## config.mk

```make
export PLATFORM = sky130hd
export DESIGN_NAME = sa_pe
export DESIGN_NICKNAME = d
export VERILOG_FILES = /design/src/common/sta_pkg.sv /design/src/systolic/sa_pe.sv
export SDC_FILE = /design/constraint.sdc
export NUM_CORES = 1
export LEC_CHECK = 0
export ABC_AREA = 1
export BUFFER_PORTS_ARGS = -buffer_cell sky130_fd_sc_hd__clkbuf_2
export CAP_MARGIN = 20
export CORE_ASPECT_RATIO = 0.6
export CORE_MARGIN = 2
export CORE_UTILIZATION = 29
export DETAILED_ROUTE_END_ITERATION = 16
export GPL_TIMING_DRIVEN = 0
export MAX_ROUTING_LAYER = met4
export PLACE_DENSITY = 0.58
export SYNTH_ARGS = -nofsm -noshare
export SYNTH_HDL_FRONTEND = slang
export SYNTH_SLANG_ARGS = --single-unit
```

## constraint.sdc

```tcl
create_clock -name clk -period 5.5 [get_ports clk]
set_clock_uncertainty 0.1 [all_clocks]
set_input_delay 0.275 -clock clk [delete_from_list [all_inputs] [get_ports clk]]
set_output_delay 0.275 -clock clk [all_outputs]
set_load 0.02 [all_outputs]
```

## src/common/sta_pkg.sv

```systemverilog
`default_nettype none

// ============================================================================
// Shared types and constants of the systolic tile
// ============================================================================

package sta_pkg;

    // Operand and requantized activation
    typedef logic signed [7:0]  sa_data_t;

    // Accumulator, wide enough for bias plus long dot products
    typedef logic signed [31:0] sa_acc_t;

    // Requantization right-shift amount, 0..31
    typedef logic [4:0]         sa_shift_t;

    // Default grid edge, top level overrides through SA_N
    localparam int SA_N_DEFAULT = 4;

    // int8 saturation bounds applied after shift and ReLU
    localparam int SAT_MAX = 127;
    localparam int SAT_MIN = -128;

endpackage

`default_nettype wire
```

## src/systolic/sa_pe.sv

```systemverilog
`timescale 1ns/100ps
`default_nettype none

module sa_pe
    import sta_pkg::*;
(
    input  logic     clk,
    input  logic     reset,
    input  logic     bias_load,                 // Overrides any MAC in the same cycle
    input  sa_acc_t  bias_value,
    input  sa_data_t a_in,                      // From the west neighbour
    input  sa_data_t b_in,                      // From the north neighbour
    input  logic     a_in_valid,
    input  logic     b_in_valid,
    output sa_data_t a_out,                     // To the east neighbour
    output sa_data_t b_out,                     // To the south neighbour
    output logic     a_out_valid,
    output logic     b_out_valid,
    output sa_acc_t  acc                        // Output-stationary result
);

    logic signed [15:0] prod;                   // Full int8 x int8 product

    assign prod = a_in * b_in;

    // Operand forwarding plus the accumulator
    always_ff @(posedge clk) begin
        a_out <= a_in;
        b_out <= b_in;
        if (bias_load) begin
            acc <= bias_value;                  // Start of a new tile
        end else if (a_in_valid && b_in_valid) begin
            acc <= acc + prod;                  // Sign-extended into 32 bits
        end
    end

    always_ff @(posedge clk) begin
        if (reset) begin
            a_out_valid <= 1'b0;
            b_out_valid <= 1'b0;
        end else begin
            a_out_valid <= a_in_valid;
            b_out_valid <= b_in_valid;
        end
    end

    // Skew in the feeder must line both operands up at every element
    a_operands_aligned : assert property (
        @(posedge clk) disable iff (reset)
        a_in_valid == b_in_valid
    ) else $error("PE operand valids out of step");

endmodule

`default_nettype wire

```

# Yosys cells after proc, flatten, opt, wreduce, memory -nomap -nowiden
# Cells that the tools add are included.
dict set report word_totals {
  wordCells 11
  register_bits 50
}
dict set report classes {
  mul 1
  reduce_logical 2
  addsub 1
  muxes 2
}
# op n
set ops {}
lappend ops {{two-way mux 32 bit} 2}
lappend ops {{adder 32 x 16 -> 32 bit} 1}
lappend ops {{multiplier 8 x 8 -> 16 bit} 1}
lappend ops {{nonzero test 2 bit} 1}
lappend ops {{logical AND 1 bit} 1}

# Logic depth before layout (Yosys ltp)
dict set report depth {
  word_depth 4
  depth_mapped 23
}

# Worst setup path after synthesis
# No wires, ideal clock.
dict set report synth_timing {
  kind {in2reg}
  from {in b_in[0]}
  to {reg acc[29], data pin}
  t_arrival_ns 4.902
  path_stages 20
  n_path_buf 1
  setup_slack_ns 0.244
  path_cell_list {clkbuf_1 nand2_1 inv_1 fa_1 fa_1 inv_1 fa_1 inv_1 fa_1 ha_1 ha_1 nand2_1 nor2_1 nand2_1 nor3_1 nand2_1 nand3_1 nand2_1 nand3_1 nand2_1}
}
dict set report synth_between {
  elab_chain_len 4
}
# element line
set synth_rtl {}
lappend synth_rtl {{start: declaration} sa_pe.sv:12} ;# input sa_data_t b_in,
lappend synth_rtl {{multiplier 8 x 8 -> 16 bit} sa_pe.sv:24} ;# assign prod = a_in * b_in;
lappend synth_rtl {{adder 32 x 16 -> 32 bit} sa_pe.sv:33} ;# acc <= acc + prod;
lappend synth_rtl {{two-way mux 32 bit} sa_pe.sv:32} ;# end else if (a_in_valid && b_in_valid) begin
lappend synth_rtl {{two-way mux 32 bit} sa_pe.sv:30} ;# if (bias_load) begin
lappend synth_rtl {{end signal: assignment} sa_pe.sv:31} ;# acc <= bias_value;
lappend synth_rtl {{end signal: assignment} sa_pe.sv:33}
lappend synth_rtl {{end: declaration} sa_pe.sv:19} ;# output sa_acc_t acc
# No other way between the ends. The select of a mux whose other input is x is not followed.
# A chain may end at the register's enable or synchronous reset.

# Final worst setup path
dict set report layout_timing {
  from {in a_in[7]}
  to {reg acc[30], data pin}
}
dict set report layout_between {
  elab_chain_len 4
}
# element line
set layout_rtl {}
lappend layout_rtl {{start: declaration} sa_pe.sv:11} ;# input sa_data_t a_in,
lappend layout_rtl {{multiplier 8 x 8 -> 16 bit} sa_pe.sv:24}
lappend layout_rtl {{adder 32 x 16 -> 32 bit} sa_pe.sv:33}
lappend layout_rtl {{two-way mux 32 bit} sa_pe.sv:32}
lappend layout_rtl {{two-way mux 32 bit} sa_pe.sv:30}
# No other way between the ends. The select of a mux whose other input is x is not followed.

==> flow_summary.ini <==
[job]
timing.max_cap.violations = 0

[timing]
clock.fmax_ghz = 0.190
setup_violations = 0
tns_ns = 0
maxSlewViolCount = 0
min_period_ns = 5.27
slew_headroom_pct = 42.5
finalHoldViolations = 0
finalCritPeriodShare_pct = 95.9
rsz0062_at_grt = false
tightest_slew_ns = 0.862

[synthesis]
synth_cell_types = 34
synth-compound-area-share_pct = 3.23
synth_area_um2 = 7860
synth_xor_area_share_pct = 0.669
yosys-top-cells-area = fa_1 35%, nand2_1 14%, edfxtp_1 12%
yosysTopAreaCellShare_pct = 34.7
synth-adder-area-share_pct = 45.8
syn-num-nets = 1221
yosys.area_share.simple_pct = 22.2
synth.avg_cell_area_um2 = 8.17
synth_top_family_by_area = adder cells
synth_top_cell_by_area = fa_1
yosysSeqAreaShare_pct = 16.8
ys_ff_latch = 50
muxShareOfSynthArea_pct = 0
syn_inst = 962
yosysWarnings = 0

[setup_path]
rrSetupSlack_ns = 0.50
crit_arrival_ns = 5.24
crit_fanout = 11
crit_end = acc[30]
r2r-start = acc[4]
crit_family = adder cells
reg2reg_to = acc[28]
crit_path_max_incr_delay_ns = 0.71
path_class = input pin to flip-flop
end_kind = flip-flop
path_cells = clkbuf_2 -> nand2_1 -> fa_1 -> fa_2 -> clkinvlp_4 -> buf_12 -> fa_1 -> fa_1 -> ha_1 -> ha_1 -> nand2_2 -> inv_1 -> a21oi_1 -> nand2_1 -> a21oi_1 -> nand3_1 -> nand3_1 -> nand2_1
reg2reg_depth = 22
cp.depth = 18
worst_setup_path_start_kind = input pin
cp_slowest_cell = fa_2
crit_start = a_in[7]
cp.buffers_inverters = 4
cp.required_ns = 5.47

[route]
drt_iter0_drc = 451
route.detailed.drc = 0
vias = 6472
wl_per_cell_um = 16.0
ant_nets = 0
drt_wl_total_um = 23200
viasPerCell = 4.46
drtPass1Iterations = 5

[cells_and_area]
syn_to_final_growth_pct = 18.8
fin_nets = 1349
finalInstanceArea_um2 = 9330
drive_gt1_share_pct = 14.8

[clocking]
cts_tree = done
insertion_delay_ns = 0.32
clk_pin_slew_ns = 0.09
cts_root_buf = clkbuf_16
clock_sinks = 50
h-tree-depth = 2
cts_max_path_buffers = 2
cts_buffers = 5

[die]
io_pins = 103
dieArea_um2 = 28500
core_area_um2 = 26500
die_h_um = 131
die_x_um = 216
fp-row-count = 46
initial_core_util_pct = 29.6

[placement]
gp_congestion = 0.930
hpwl_um = 19800
placed_cell_area_um2 = 8870
io_buffers = 102

[global_route]
grt_pass1_vias = 6686
antenna_found_initial = 0
grt_start_max_net_pins = 25
grt_pass1_wl_um = 37200
overflow = 0
track_usage_pct = 17.6

[run_status]
outcome = complete, no violations

[hold_path]
hp-class = input pin to flip-flop
-- metal layers --
| metal | up-vias | part of all wire, % | routed length, um | global-route usage [%] |
|---|---|---|---|---|
| met5 | - | 0 | 0 | - |
| met4 | 0 | 0.84 | 196 | 2.47 |
| met3 | 13 | 6.5 | 1510 | 3.19 |
| met2 | 165 | 38 | 8760 | 23.0 |
| met1 | 3150 | 55 | 12700 | 28.1 |
| li1 | 3144 | - | - | - |
-- metrics by stage --
step	setup slack [ns]	instances	hold WS [ns]	utilization [%]
2_1_floorplan	0.244	962	0.203	-
3_3_place_gp	-1.02	1424	0.293	33.2
3_5_place_dp	-0.717	1426	0.294	33.4
4_1_cts	0.0281	1450	0.0117	34.8
5_1_grt	0.0368	1451	0.0203	35.2
6_report	0.228	1452	0.0221	35.2
-- cell usage after synthesis --
| cell type | number |
|---|---|
| clkinv_1 | 3 |
| dfxtp_1 | 18 |
| nor3_2 | 3 |
| nand2_1 | 293 |
| fa_1 | 136 |
| buf_1 | 1 |
| and2_1 | 1 |
| o21bai_2 | 1 |
| a21o_1 | 1 |
| xor2_1 | 1 |
| or2_2 | 1 |
| nand2_2 | 5 |
| nand4_1 | 10 |
| inv_1 | 205 |
| xnor2_1 | 5 |
| or2_0 | 1 |
| edfxtp_1 | 32 |
| inv_2 | 7 |
| o21ai_0 | 13 |
| nor2_1 | 42 |
| or2_1 | 3 |
| nor2_4 | 2 |
| a31oi_1 | 1 |
| nand3_1 | 48 |
| nor2_2 | 4 |
| a21oi_1 | 21 |
| nor3_1 | 4 |
| buf_2 | 1 |
| clkbuf_1 | 19 |
| ha_1 | 70 |
| nand3b_1 | 2 |
| o21ai_1 | 2 |
| o21bai_1 | 3 |
| a21oi_2 | 3 |
-- cells in the final DEF, fill, tap and decap left out, drive strengths merged, types with 2 or more instances in the layout --
| cell type | count |
|---|---|
| dlygate4sd3 | 14 |
| nand3 | 48 |
| nor2 | 48 |
| ha | 70 |
| clkbuf | 120 |
| clkinv | 3 |
| dfxtp | 18 |
| edfxtp | 32 |
| nand3b | 2 |
| or2 | 5 |
| nand4 | 10 |
| o21bai | 4 |
| nand2 | 298 |
| inv | 209 |
| fa | 136 |
| o21ai | 15 |
| clkinvlp | 4 |
| a21oi | 24 |
| nor3 | 7 |
| buf | 14 |
| xnor2 | 5 |
-- what timing repair did --
item | CTS | global route
hold buffers | 14 | 0
cloned | 0 | 0
gates resized for setup | 5 | 9
setup buffers | 4 | 6
endpoints found under the hold margin | 14 | 0
pin swaps | 0 | 1
setup endpoints to repair | 15 | 19
-- sequential cells by signal, indices dropped and copies added, names as in the netlist --
name and flops:
a_out 8, b_out_valid 1, b_out 8, a_out_valid 1
acc 32
-- kinds of logic after synthesis --
| kind of cell | Yosys count |
|---|---|
| AO/OA/AOI/OAI | 45 |
| buffers and inverters | 236 |
| AND/OR/NAND/NOR | 419 |
| flip-flops | 50 |
| XOR/XNOR | 6 |
| adder cells (fa/ha/maj) | 206 |
-- how the worst min path moves through the flow --
stage                       end  startpoint  slack (ns)  depth (start not counted)
finish              a_out_valid       reset        0.02                          2
global route        b_out_valid       reset        0.02                          2
CTS                 a_out_valid       reset        0.01                          2
detailed placement     b_out[1]     b_in[1]        0.29                          1
global placement       b_out[0]     b_in[0]        0.29                          1
floorplan              a_out[0]     a_in[0]        0.20                          0
-- final cells by class --
class                      instances  area (um^2)
clock inverter                     2         17.5
sequential                        50         1320
tap                              360          450
multi-input combinational        676         5690
fill                            2831        17200
clock buffer                       6          150
timing repair buffer             128          811
inverter                         215          836
buffer                            14         53.8
antenna                            1         2.50
Power is left out: the tool's default activity adds up to more than one toggle a clock period on the data nets, which glitch-free logic cannot reach.
