File: src/common/sta_pkg.sv
`default_nettype none

// ============================================================================
// Shared types and constants of the systolic tile
// ============================================================================

package sta_pkg;

    // Operand and requantized activation
    typedef logic signed [7:0]  sa_data_t;

    // Accumulator, wide enough for bias plus long dot products
    typedef logic signed [31:0] sa_acc_t;

    // Requantization right-shift amount, 0..31
    typedef logic [4:0]         sa_shift_t;

    // Default grid edge, top level overrides through SA_N
    localparam int SA_N_DEFAULT = 4;

    // int8 saturation bounds applied after shift and ReLU
    localparam int SAT_MAX = 127;
    localparam int SAT_MIN = -128;

endpackage

`default_nettype wire
File: src/common/sa_feed_if.sv
`timescale 1ns/100ps
`default_nettype none

// ============================================================================
// Edge feed from the skew feeder into the PE grid
// ============================================================================

interface sa_feed_if
    import sta_pkg::*;
#(
    parameter int SA_N = SA_N_DEFAULT           // Grid edge
) ();

    sa_data_t         a_edge [SA_N];            // West edge, one per row
    logic [SA_N-1:0]  a_edge_valid;             // Skewed valid per row
    sa_data_t         b_edge [SA_N];            // North edge, one per column
    logic [SA_N-1:0]  b_edge_valid;             // Skewed valid per column
    logic             bias_load;                // Preload strobe to every PE
    sa_acc_t          bias_value;               // Common bias for the whole tile

    // Feeder side drives everything
    modport feeder (
        output a_edge,
        output a_edge_valid,
        output b_edge,
        output b_edge_valid,
        output bias_load,
        output bias_value
    );

    // Grid side only listens
    modport grid (
        input a_edge,
        input a_edge_valid,
        input b_edge,
        input b_edge_valid,
        input bias_load,
        input bias_value
    );

endinterface

`default_nettype wire

File: src/systolic/sa_skew_feeder.sv
`timescale 1ns/100ps
`default_nettype none

module sa_skew_feeder
    import sta_pkg::*;
#(
    parameter int SA_N = SA_N_DEFAULT           // Grid edge
) (
    input  logic      clk,
    input  logic      reset,
    input  logic      load_bias,                // Preload strobe from the top
    input  sa_acc_t   bias_value,
    input  logic      in_valid,                 // One depth step per cycle
    input  sa_data_t  a_vec [SA_N],             // Row operands
    input  sa_data_t  b_vec [SA_N],             // Column operands
    input  logic      done,                     // Last step has been issued
    sa_feed_if.feeder feed,
    output logic      flush,                    // One-cycle snapshot pulse to the drain
    output logic      tile_busy
);

    // Worst-case skew through the grid, corner PE sees its last MAC this late
    localparam int FLUSH_DELAY = 2 * SA_N - 1;
    localparam int CNT_W       = $clog2(FLUSH_DELAY + 1);

    logic [CNT_W-1:0] flush_cnt;                // Zero when idle
    logic             busy_q;

    // ========================================================================
    // Operand skew
    // ========================================================================

    // Lane i serves row i and column i, both need 1 + i register stages
    for (genvar i = 0; i < SA_N; i++) begin : g_lane
        sa_data_t a_dl [i+1];                   // Stage 0 is the input register
        sa_data_t b_dl [i+1];
        logic [i:0] v_dl;                       // Valid travels with the data

        always_ff @(posedge clk) begin
            a_dl[0] <= a_vec[i];
            b_dl[0] <= b_vec[i];
            for (int k = 1; k <= i; k++) begin
                a_dl[k] <= a_dl[k-1];           // Triangular delay
                b_dl[k] <= b_dl[k-1];
            end
        end

        always_ff @(posedge clk) begin
            if (reset) begin
                v_dl <= '0;
            end else begin
                v_dl[0] <= in_valid;
                for (int k = 1; k <= i; k++) begin
                    v_dl[k] <= v_dl[k-1];
                end
            end
        end

        // Same valid for row and column of a lane, they share the depth
        assign feed.a_edge[i]       = a_dl[i];
        assign feed.a_edge_valid[i] = v_dl[i];
        assign feed.b_edge[i]       = b_dl[i];
        assign feed.b_edge_valid[i] = v_dl[i];
    end

    // ========================================================================
    // Bias preload and flush timing
    // ========================================================================

    always_ff @(posedge clk) begin
        feed.bias_value <= bias_value;          // Payload, sampled with the strobe
    end

    always_ff @(posedge clk) begin
        if (reset) begin
            feed.bias_load <= 1'b0;
            flush_cnt      <= '0;
            flush          <= 1'b0;
            busy_q         <= 1'b0;
        end else begin
            feed.bias_load <= load_bias;        // Lands one cycle after the top strobe
            flush          <= (flush_cnt == CNT_W'(1));  // Pulse once the count expires
            if (done) begin
                flush_cnt <= CNT_W'(FLUSH_DELAY);
            end else if (flush_cnt != '0) begin
                flush_cnt <= flush_cnt - 1'b1;
            end
            if (load_bias) begin
                busy_q <= 1'b1;                 // New tile starts accumulating
            end else if (flush) begin
                busy_q <= 1'b0;                 // Tile handed to the drain
            end
        end
    end

    // Busy already in the strobe cycle so idle drops at once
    assign tile_busy = load_bias | busy_q;

    // A second done would restart the count and lose the pending flush
    a_no_done_during_flush : assert property (
        @(posedge clk) disable iff (reset)
        done |-> (flush_cnt == '0)
    ) else $error("done asserted while flush delay is still counting");

endmodule

`default_nettype wire

File: src/flat_wrapper.sv
// flat-port wrapper written by rule: the top's interface ports become plain ports
module sa_skew_feeder_flat import sta_pkg::*;
#(
    parameter int SA_N = SA_N_DEFAULT                       
)
  (clk, reset, load_bias, bias_value, in_valid, a_vec, b_vec, done, flush, tile_busy, feed_a_edge, feed_a_edge_valid, feed_b_edge, feed_b_edge_valid, feed_bias_load, feed_bias_value);
  sa_feed_if #(.SA_N(SA_N)) feed_i ();
  input  logic clk;
  input  logic reset;
  input  logic load_bias;
  input  sa_acc_t bias_value;
  input  logic in_valid;
  input  sa_data_t a_vec[SA_N];
  input  sa_data_t b_vec[SA_N];
  input  logic done;
  output logic flush;
  output logic tile_busy;
  output wire logic [$bits(feed_i.a_edge)-1:0] feed_a_edge;
  output wire logic [$bits(feed_i.a_edge_valid)-1:0] feed_a_edge_valid;
  output wire logic [$bits(feed_i.b_edge)-1:0] feed_b_edge;
  output wire logic [$bits(feed_i.b_edge_valid)-1:0] feed_b_edge_valid;
  output wire logic [$bits(feed_i.bias_load)-1:0] feed_bias_load;
  output wire logic [$bits(feed_i.bias_value)-1:0] feed_bias_value;
  assign feed_a_edge = {>>{feed_i.a_edge}};
  assign feed_a_edge_valid = feed_i.a_edge_valid;
  assign feed_b_edge = {>>{feed_i.b_edge}};
  assign feed_b_edge_valid = feed_i.b_edge_valid;
  assign feed_bias_load = feed_i.bias_load;
  assign feed_bias_value = feed_i.bias_value;
  sa_skew_feeder #(.SA_N(SA_N)) u_core (.clk(clk), .reset(reset), .load_bias(load_bias), .bias_value(bias_value), .in_valid(in_valid), .a_vec(a_vec), .b_vec(b_vec), .done(done), .feed(feed_i), .flush(flush), .tile_busy(tile_busy));
endmodule
File: config.mk
export PLATFORM = sky130hd
export DESIGN_NAME = sa_skew_feeder_flat
export DESIGN_NICKNAME = d
export VERILOG_FILES = /design/src/common/sta_pkg.sv /design/src/common/sa_feed_if.sv /design/src/systolic/sa_skew_feeder.sv /design/src/flat_wrapper.sv
export SDC_FILE = /design/constraint.sdc
export NUM_CORES = 1
export LEC_CHECK = 0
export BUFFER_PORTS_ARGS = -buffer_cell sky130_fd_sc_hd__buf_2
export CORE_UTILIZATION = 47
export CTS_BUF_LIST = sky130_fd_sc_hd__clkbuf_4
export CTS_CLUSTER_DIAMETER = 120
export DETAILED_ROUTE_END_ITERATION = 8
export PLACE_DENSITY = 0.8
export SYNTH_ARGS = -nofsm -noshare
export SYNTH_HDL_FRONTEND = slang
export SYNTH_SLANG_ARGS = --single-unit
File: constraint.sdc
create_clock -name clk -period 1.6 [get_ports clk]
set_clock_uncertainty 0.05 [all_clocks]
set_input_delay 0.24 -clock clk [delete_from_list [all_inputs] [get_ports clk]]
set_output_delay 0.24 -clock clk [all_outputs]
set_load 0.005 [all_outputs]
Word level (Yosys, flattened, before mapping)
Memories as Yosys holds them, arrays and structs flattened.
Index checks and enable logic that the tools add are counted.
{"block": "word_totals", "register_bits": 48, "ramBits": 160, "inputBits": 101, "out_inout_bits": 107, "wordCells": 27, "memories": 8}
{"block": "op_classes", "add_sub_neg": 1, "eq_ne": 1, "n_mux": 4, "n_bitwise": 1, "reduce_logical": 3}
{"name": "u_core.g_lane[3].a_dl", "words": 4, "width": 8, "rd": 4, "rd_ports_with_merged_regs": 0, "wr": 4, "line_no": "sa_skew_feeder.sv:35", "source": "sa_data_t a_dl [i+1];"}
{"name": "u_core.g_lane[3].b_dl", "words": 4, "width": 8, "rd": 4, "rd_ports_with_merged_regs": 0, "wr": 4, "line_no": "sa_skew_feeder.sv:36", "source": "sa_data_t b_dl [i+1];"}
{"name": "u_core.g_lane[2].a_dl", "words": 3, "width": 8, "rd": 3, "rd_ports_with_merged_regs": 0, "wr": 3, "line_no": "sa_skew_feeder.sv:35"}
{"name": "u_core.g_lane[2].b_dl", "words": 3, "width": 8, "rd": 3, "rd_ports_with_merged_regs": 0, "wr": 3, "line_no": "sa_skew_feeder.sv:36"}
{"name": "u_core.g_lane[1].a_dl", "words": 2, "width": 8, "rd": 2, "rd_ports_with_merged_regs": 0, "wr": 2, "line_no": "sa_skew_feeder.sv:35"}
{"name": "u_core.g_lane[1].b_dl", "words": 2, "width": 8, "rd": 2, "rd_ports_with_merged_regs": 0, "wr": 2, "line_no": "sa_skew_feeder.sv:36"}
{"name": "+2 memories"}
{"cell": "3-bit two-way mux", "n": 2}
{"cell": "2-bit nonzero test", "n": 2}
{"cell": "3-bit by 1-bit equality test with 1-bit output (second input constant)", "n": 1}
{"cell": "3-bit nonzero test", "n": 1}
{"cell": "3-bit by 1-bit subtractor with 3-bit output (second input constant)", "n": 1}
{"cell": "1-bit two-way mux", "n": 2}
{"cell": "1-bit bitwise OR", "n": 1}

Logic depth before layout (Yosys ltp)
{"block": "depth", "word_depth": 3, "depth_mapped": 4, "ltp_nobuf": 4}

Least setup slack after synthesis
OpenSTA, ideal clock, no wires.
{"block": "synth_timing", "path_type": "reg-to-reg", "from": "register u_core.flush_cnt[0]", "to": "register u_core.flush_cnt[2]", "setup_ps": 74, "arrival_ps": 1086, "required_time_ps": 1476, "path_slack_ps": 389, "stages_incl_launch_ff": 5, "path_buffers": 0, "synth_period_minus_slack_ps": 1211, "cell_sequence": "dfxtp_1 -> inv_1 -> ha_1 -> or3b_1 -> a31oi_1"}
{"block": "synth_via", "elab_chain_len": 3, "word_cells_on_any_way": 5, "cone_classes": "add/sub (1); mux (2); reduce/logical (2)"}
{"item": "start: declaration", "line_no": "sa_skew_feeder.sv:26", "source": "logic [CNT_W-1:0] flush_cnt;"}
{"item": "start signal: assignment", "line_no": "sa_skew_feeder.sv:84", "source": "flush_cnt <= CNT_W'(FLUSH_DELAY);"}
{"item": "start signal: assignment", "line_no": "sa_skew_feeder.sv:86", "source": "flush_cnt <= flush_cnt - 1'b1;"}
{"item": "3-bit by 1-bit subtractor with 3-bit output", "line_no": "sa_skew_feeder.sv:86"}
{"item": "3-bit two-way mux", "line_no": "sa_skew_feeder.sv:85", "source": "end else if (flush_cnt != '0) begin"}
{"item": "3-bit two-way mux", "line_no": "sa_skew_feeder.sv:83", "source": "if (done) begin"}
Parallel ways exist; a longest one is shown, timed or not. The select of a mux whose other input is x is not followed.
A chain may end at the register's enable or synchronous reset.

Worst setup path in the final report
{"block": "layout_timing", "from": "input load_bias", "to": "output tile_busy"}
{"block": "layout_via", "elab_chain_len": 1}
{"item": "start: declaration", "line_no": "flat_wrapper.sv:10", "source": "input logic load_bias;"}
{"item": "1-bit bitwise OR", "line_no": "sa_skew_feeder.sv:97", "source": "assign tile_busy = load_bias | busy_q;"}
{"item": "end: declaration", "line_no": "flat_wrapper.sv:17", "source": "output logic tile_busy;"}
Every way passes these cells.

==> results.sh <==
export IMPL_run_status="completed"
export IMPL_portBuffers=207
export IMPL_cts_buffer_depth=3
export IMPL_p_per_area_nw_per_um2=1400
export IMPL_clkLatencyLatePin_ns=0.54
export IMPL_die_w_um=99.9
export IMPL_hp_class="reg -> reg"
export IMPL_worstPathArrival_ns=1.25
export IMPL_cpMostUsedCell="buf_2"
export IMPL_finalCritPeriodShare_pct=96.5
export IMPL_core_area_um2=9240
export IMPL_cp_required_ns=1.31
export IMPL_power_switching_w=0.00206
export IMPL_yosysWarnings=0
export IMPL_fin_tns_setup_ns=0
export IMPL_rsz0062_at_grt="no"
export IMPL_setup_violations=0
export IMPL_grt_pass1_wl_um=15500
export IMPL_cts_buffers=47
export IMPL_swShare_pct=20.9
export IMPL_drt_iter0_markers=43
export IMPL_cp_cell_sequence="dlygate4sd3_1 -> buf_2 -> or2_4 -> buf_2"
export IMPL_fin_cells=747
export IMPL_finalHoldViolCount=0
export IMPL_ys_ff_latch=202
export IMPL_grtUsageMet1_pct=17.8
export IMPL_cpPeakStageDelay_ns=0.54
export IMPL_synth_seq_area_share_pct=89.9
export IMPL_syn_avg_cell_area_um2=17.0
export IMPL_p_int_w=0.00778
export IMPL_share_comb_of_total_power_pct=5.6
export IMPL_pwr_share_seq_pct=54.7
export IMPL_antenna_cells=0
export IMPL_start_util_pct=48.7
export IMPL_grt_pass1_vias=3373
export IMPL_layout_commonest_cell="buf_2"
export IMPL_viasPerCell=4.05
export IMPL_slew_limit_headroom_pct=77.2
export IMPL_grt_use_met2_pct=40.9
export IMPL_cp_end_kind="output port"
export IMPL_critPathKind="in -> out"
export IMPL_grt_max_degree=12
export IMPL_htree_num_levels=2
export IMPL_routedWlPerCell_um=13.9
export IMPL_overflow=0
export IMPL_num_rows=35
export IMPL_dieArea_um2=9970
export IMPL_path_max_fanout=2
export IMPL_place_ws_ns=0.281
export IMPL_dp_cells=563
export IMPL_detail_route_antenna_nets=0
export IMPL_gp_congestion=0.674
export IMPL_antenna_found_initial=0
export IMPL_io_pins=208
export IMPL_clkPwrFrac_pct=39.7
export IMPL_num_vias=3025
export IMPL_dp_hpwl_um=5150
export IMPL_drive_gt1_share_pct=46.0
export IMPL_min_period_ns=1.54
export IMPL_leakagePower_nw=3.39
export IMPL_cap_violations=0
export IMPL_fin_nets=689
export IMPL_max_freq_mhz=647
export IMPL_die_h_um=99.9
export IMPL_syn_to_final_growth_pct=56.2
export IMPL_drt_first_pass_iters=4
export IMPL_cts_tree="yes"
export IMPL_slew_violations=0
export IMPL_drcViolationCount=0
export IMPL_cp_start_kind="primary input"
export IMPL_most_common_layout_cells="buf_2 (207), dfxtp_1 (201), dlygate4sd3_1 (102)"
export IMPL_synthesis_nets=369
export IMPL_clk_pin_slew_ns=0.07
export IMPL_postSynthCellCount=265
export IMPL_synth_area_um2=4500
export IMPL_worst_pin_slew_ns=0.338
export IMPL_busiest_layer="met2"
export IMPL_clock_sinks=202
export IMPL_worst_slack_ns=0.0555
export IMPL_cts_root_buffer="clkbuf_4"
export IMPL_routed_wl_um=10400
export IMPL_cp_slowest_cell="dlygate4sd3_1"
export IMPL_use_met3_pct=7.03
export IMPL_grt_use_total_pct=20.5
export IMPL_synth_cell_types=17
export IMPL_max_vdd_ir_drop_mv=0.971
-- layout make-up --
class | count | area, um2
Fill cell | 573 | 2210
Timing Repair Buffer | 309 | 2060
Tap cell | 129 | 161
Clock inverter | 7 | 26.3
Clock buffer | 75 | 563
Multi-Input combinational cell | 21 | 163
Sequential cell | 202 | 4050
Inverter | 4 | 15.0
-- path summary, 6_finish.rpt --
path / startpoint / end / slack, ns / cells after the start
worst min register to register: u_core.g_lane[1].a_dl[0][0] / u_core.g_lane[1].a_dl[0][8] / 0.26 / 0
worst max register to register: u_core.flush_cnt[0] / u_core.flush_cnt[2] / 0.17 / 4
worst min-delay path: u_core.g_lane[1].a_dl[0][0] / u_core.g_lane[1].a_dl[0][8] / 0.26 / 0
worst max-delay path: load_bias / tile_busy / 0.06 / 4
-- cells by family (layout without fill, tap and decap cells) --
group / Yosys count / count (layout) / synth area share (%)
AOI/OAI and AO/OA: 4 / 4 / 0.612
adders and majority gates: 3 / 3 / 0.834
buffers and inverters: 42 / 395 / 6.59
DFF: 202 / 202 / 89.9
and+or+nand+nor: 14 / 14 / 2.11
-- sequential cells by signal, indices dropped and copies added, names as in the netlist --
name / cells
u_core.g_lane.v_dl: 4
u_core.flush_cnt: 3
u_core.g_lane.b_dl: 80
u_core.flush: 1
u_core.busy_q: 1
u_core.g_lane.a_dl: 80
u_core.feed.bias_load: 1
u_core.feed.bias_value: 32
-- Yosys cell counts, drive strengths merged --
master / n / area (um2)
inv: 4 / 15.0
nor2b: 5 / 31.3
buf: 37 / 278
a21oi: 1 / 5.00
nor3b: 1 / 7.51
nor4b: 2 / 17.5
clkbuf: 1 / 3.75
nand2b: 2 / 12.5
ha: 3 / 37.5
or3b: 1 / 8.76
a31oi: 1 / 6.26
or2b: 1 / 7.51
a311oi: 1 / 8.76
a211oi: 1 / 7.51
nor2: 1 / 3.75
or2: 1 / 6.26
dfxtp: 202 / 4040
-- layer usage --
metal	vias to the layer above	wire, um
li1	1455	-
met4	0	262
met3	23	725
met2	155	6000
met5	-	0
met1	1392	3420
-- stage by stage --
step / total power [W] / area (um2) / hold WS, ns / util, %
3_3_place_gp: 0.00579 / 5420 / 0.260 / 58.6
2_1_floorplan: 0.00560 / 4500 / 0.218 / -
6_report: 0.00984 / 7030 / 0.264 / 76.1
3_5_place_dp: 0.00581 / 5420 / 0.262 / 58.6
4_1_cts: 0.00985 / 7030 / 0.227 / 76.0
5_1_grt: 0.0103 / 7030 / 0.242 / 76.1
-- worst max-delay path: cells and delay by family --
| family | cells | cell delay [ns] |
|---|---|---|
| buffers and inverters | 3 | 0.79 |
| AND/OR/NAND/NOR | 1 | 0.22 |
-- power groups by stage --
stage	Combinational, W	Clock [W]	Sequential [W]
finish	0.000554	0.00390	0.00538
global placement	0.000315	0	0.00547
CTS	0.000526	0.00396	0.00537
detailed placement	0.000331	0	0.00548
global route	0.000592	0.00429	0.00540
floorplan	0.000113	0	0.00548
-- repair_timing --
item / CTS / global route
buffers inserted: 0 / 0
hold buffers: 102 / 0
resized for setup: 0 / 2
setup endpoints to repair: 0 / 1
endpoints found under the hold margin: 106 / 0
Power figures use the tool's default switching activity.
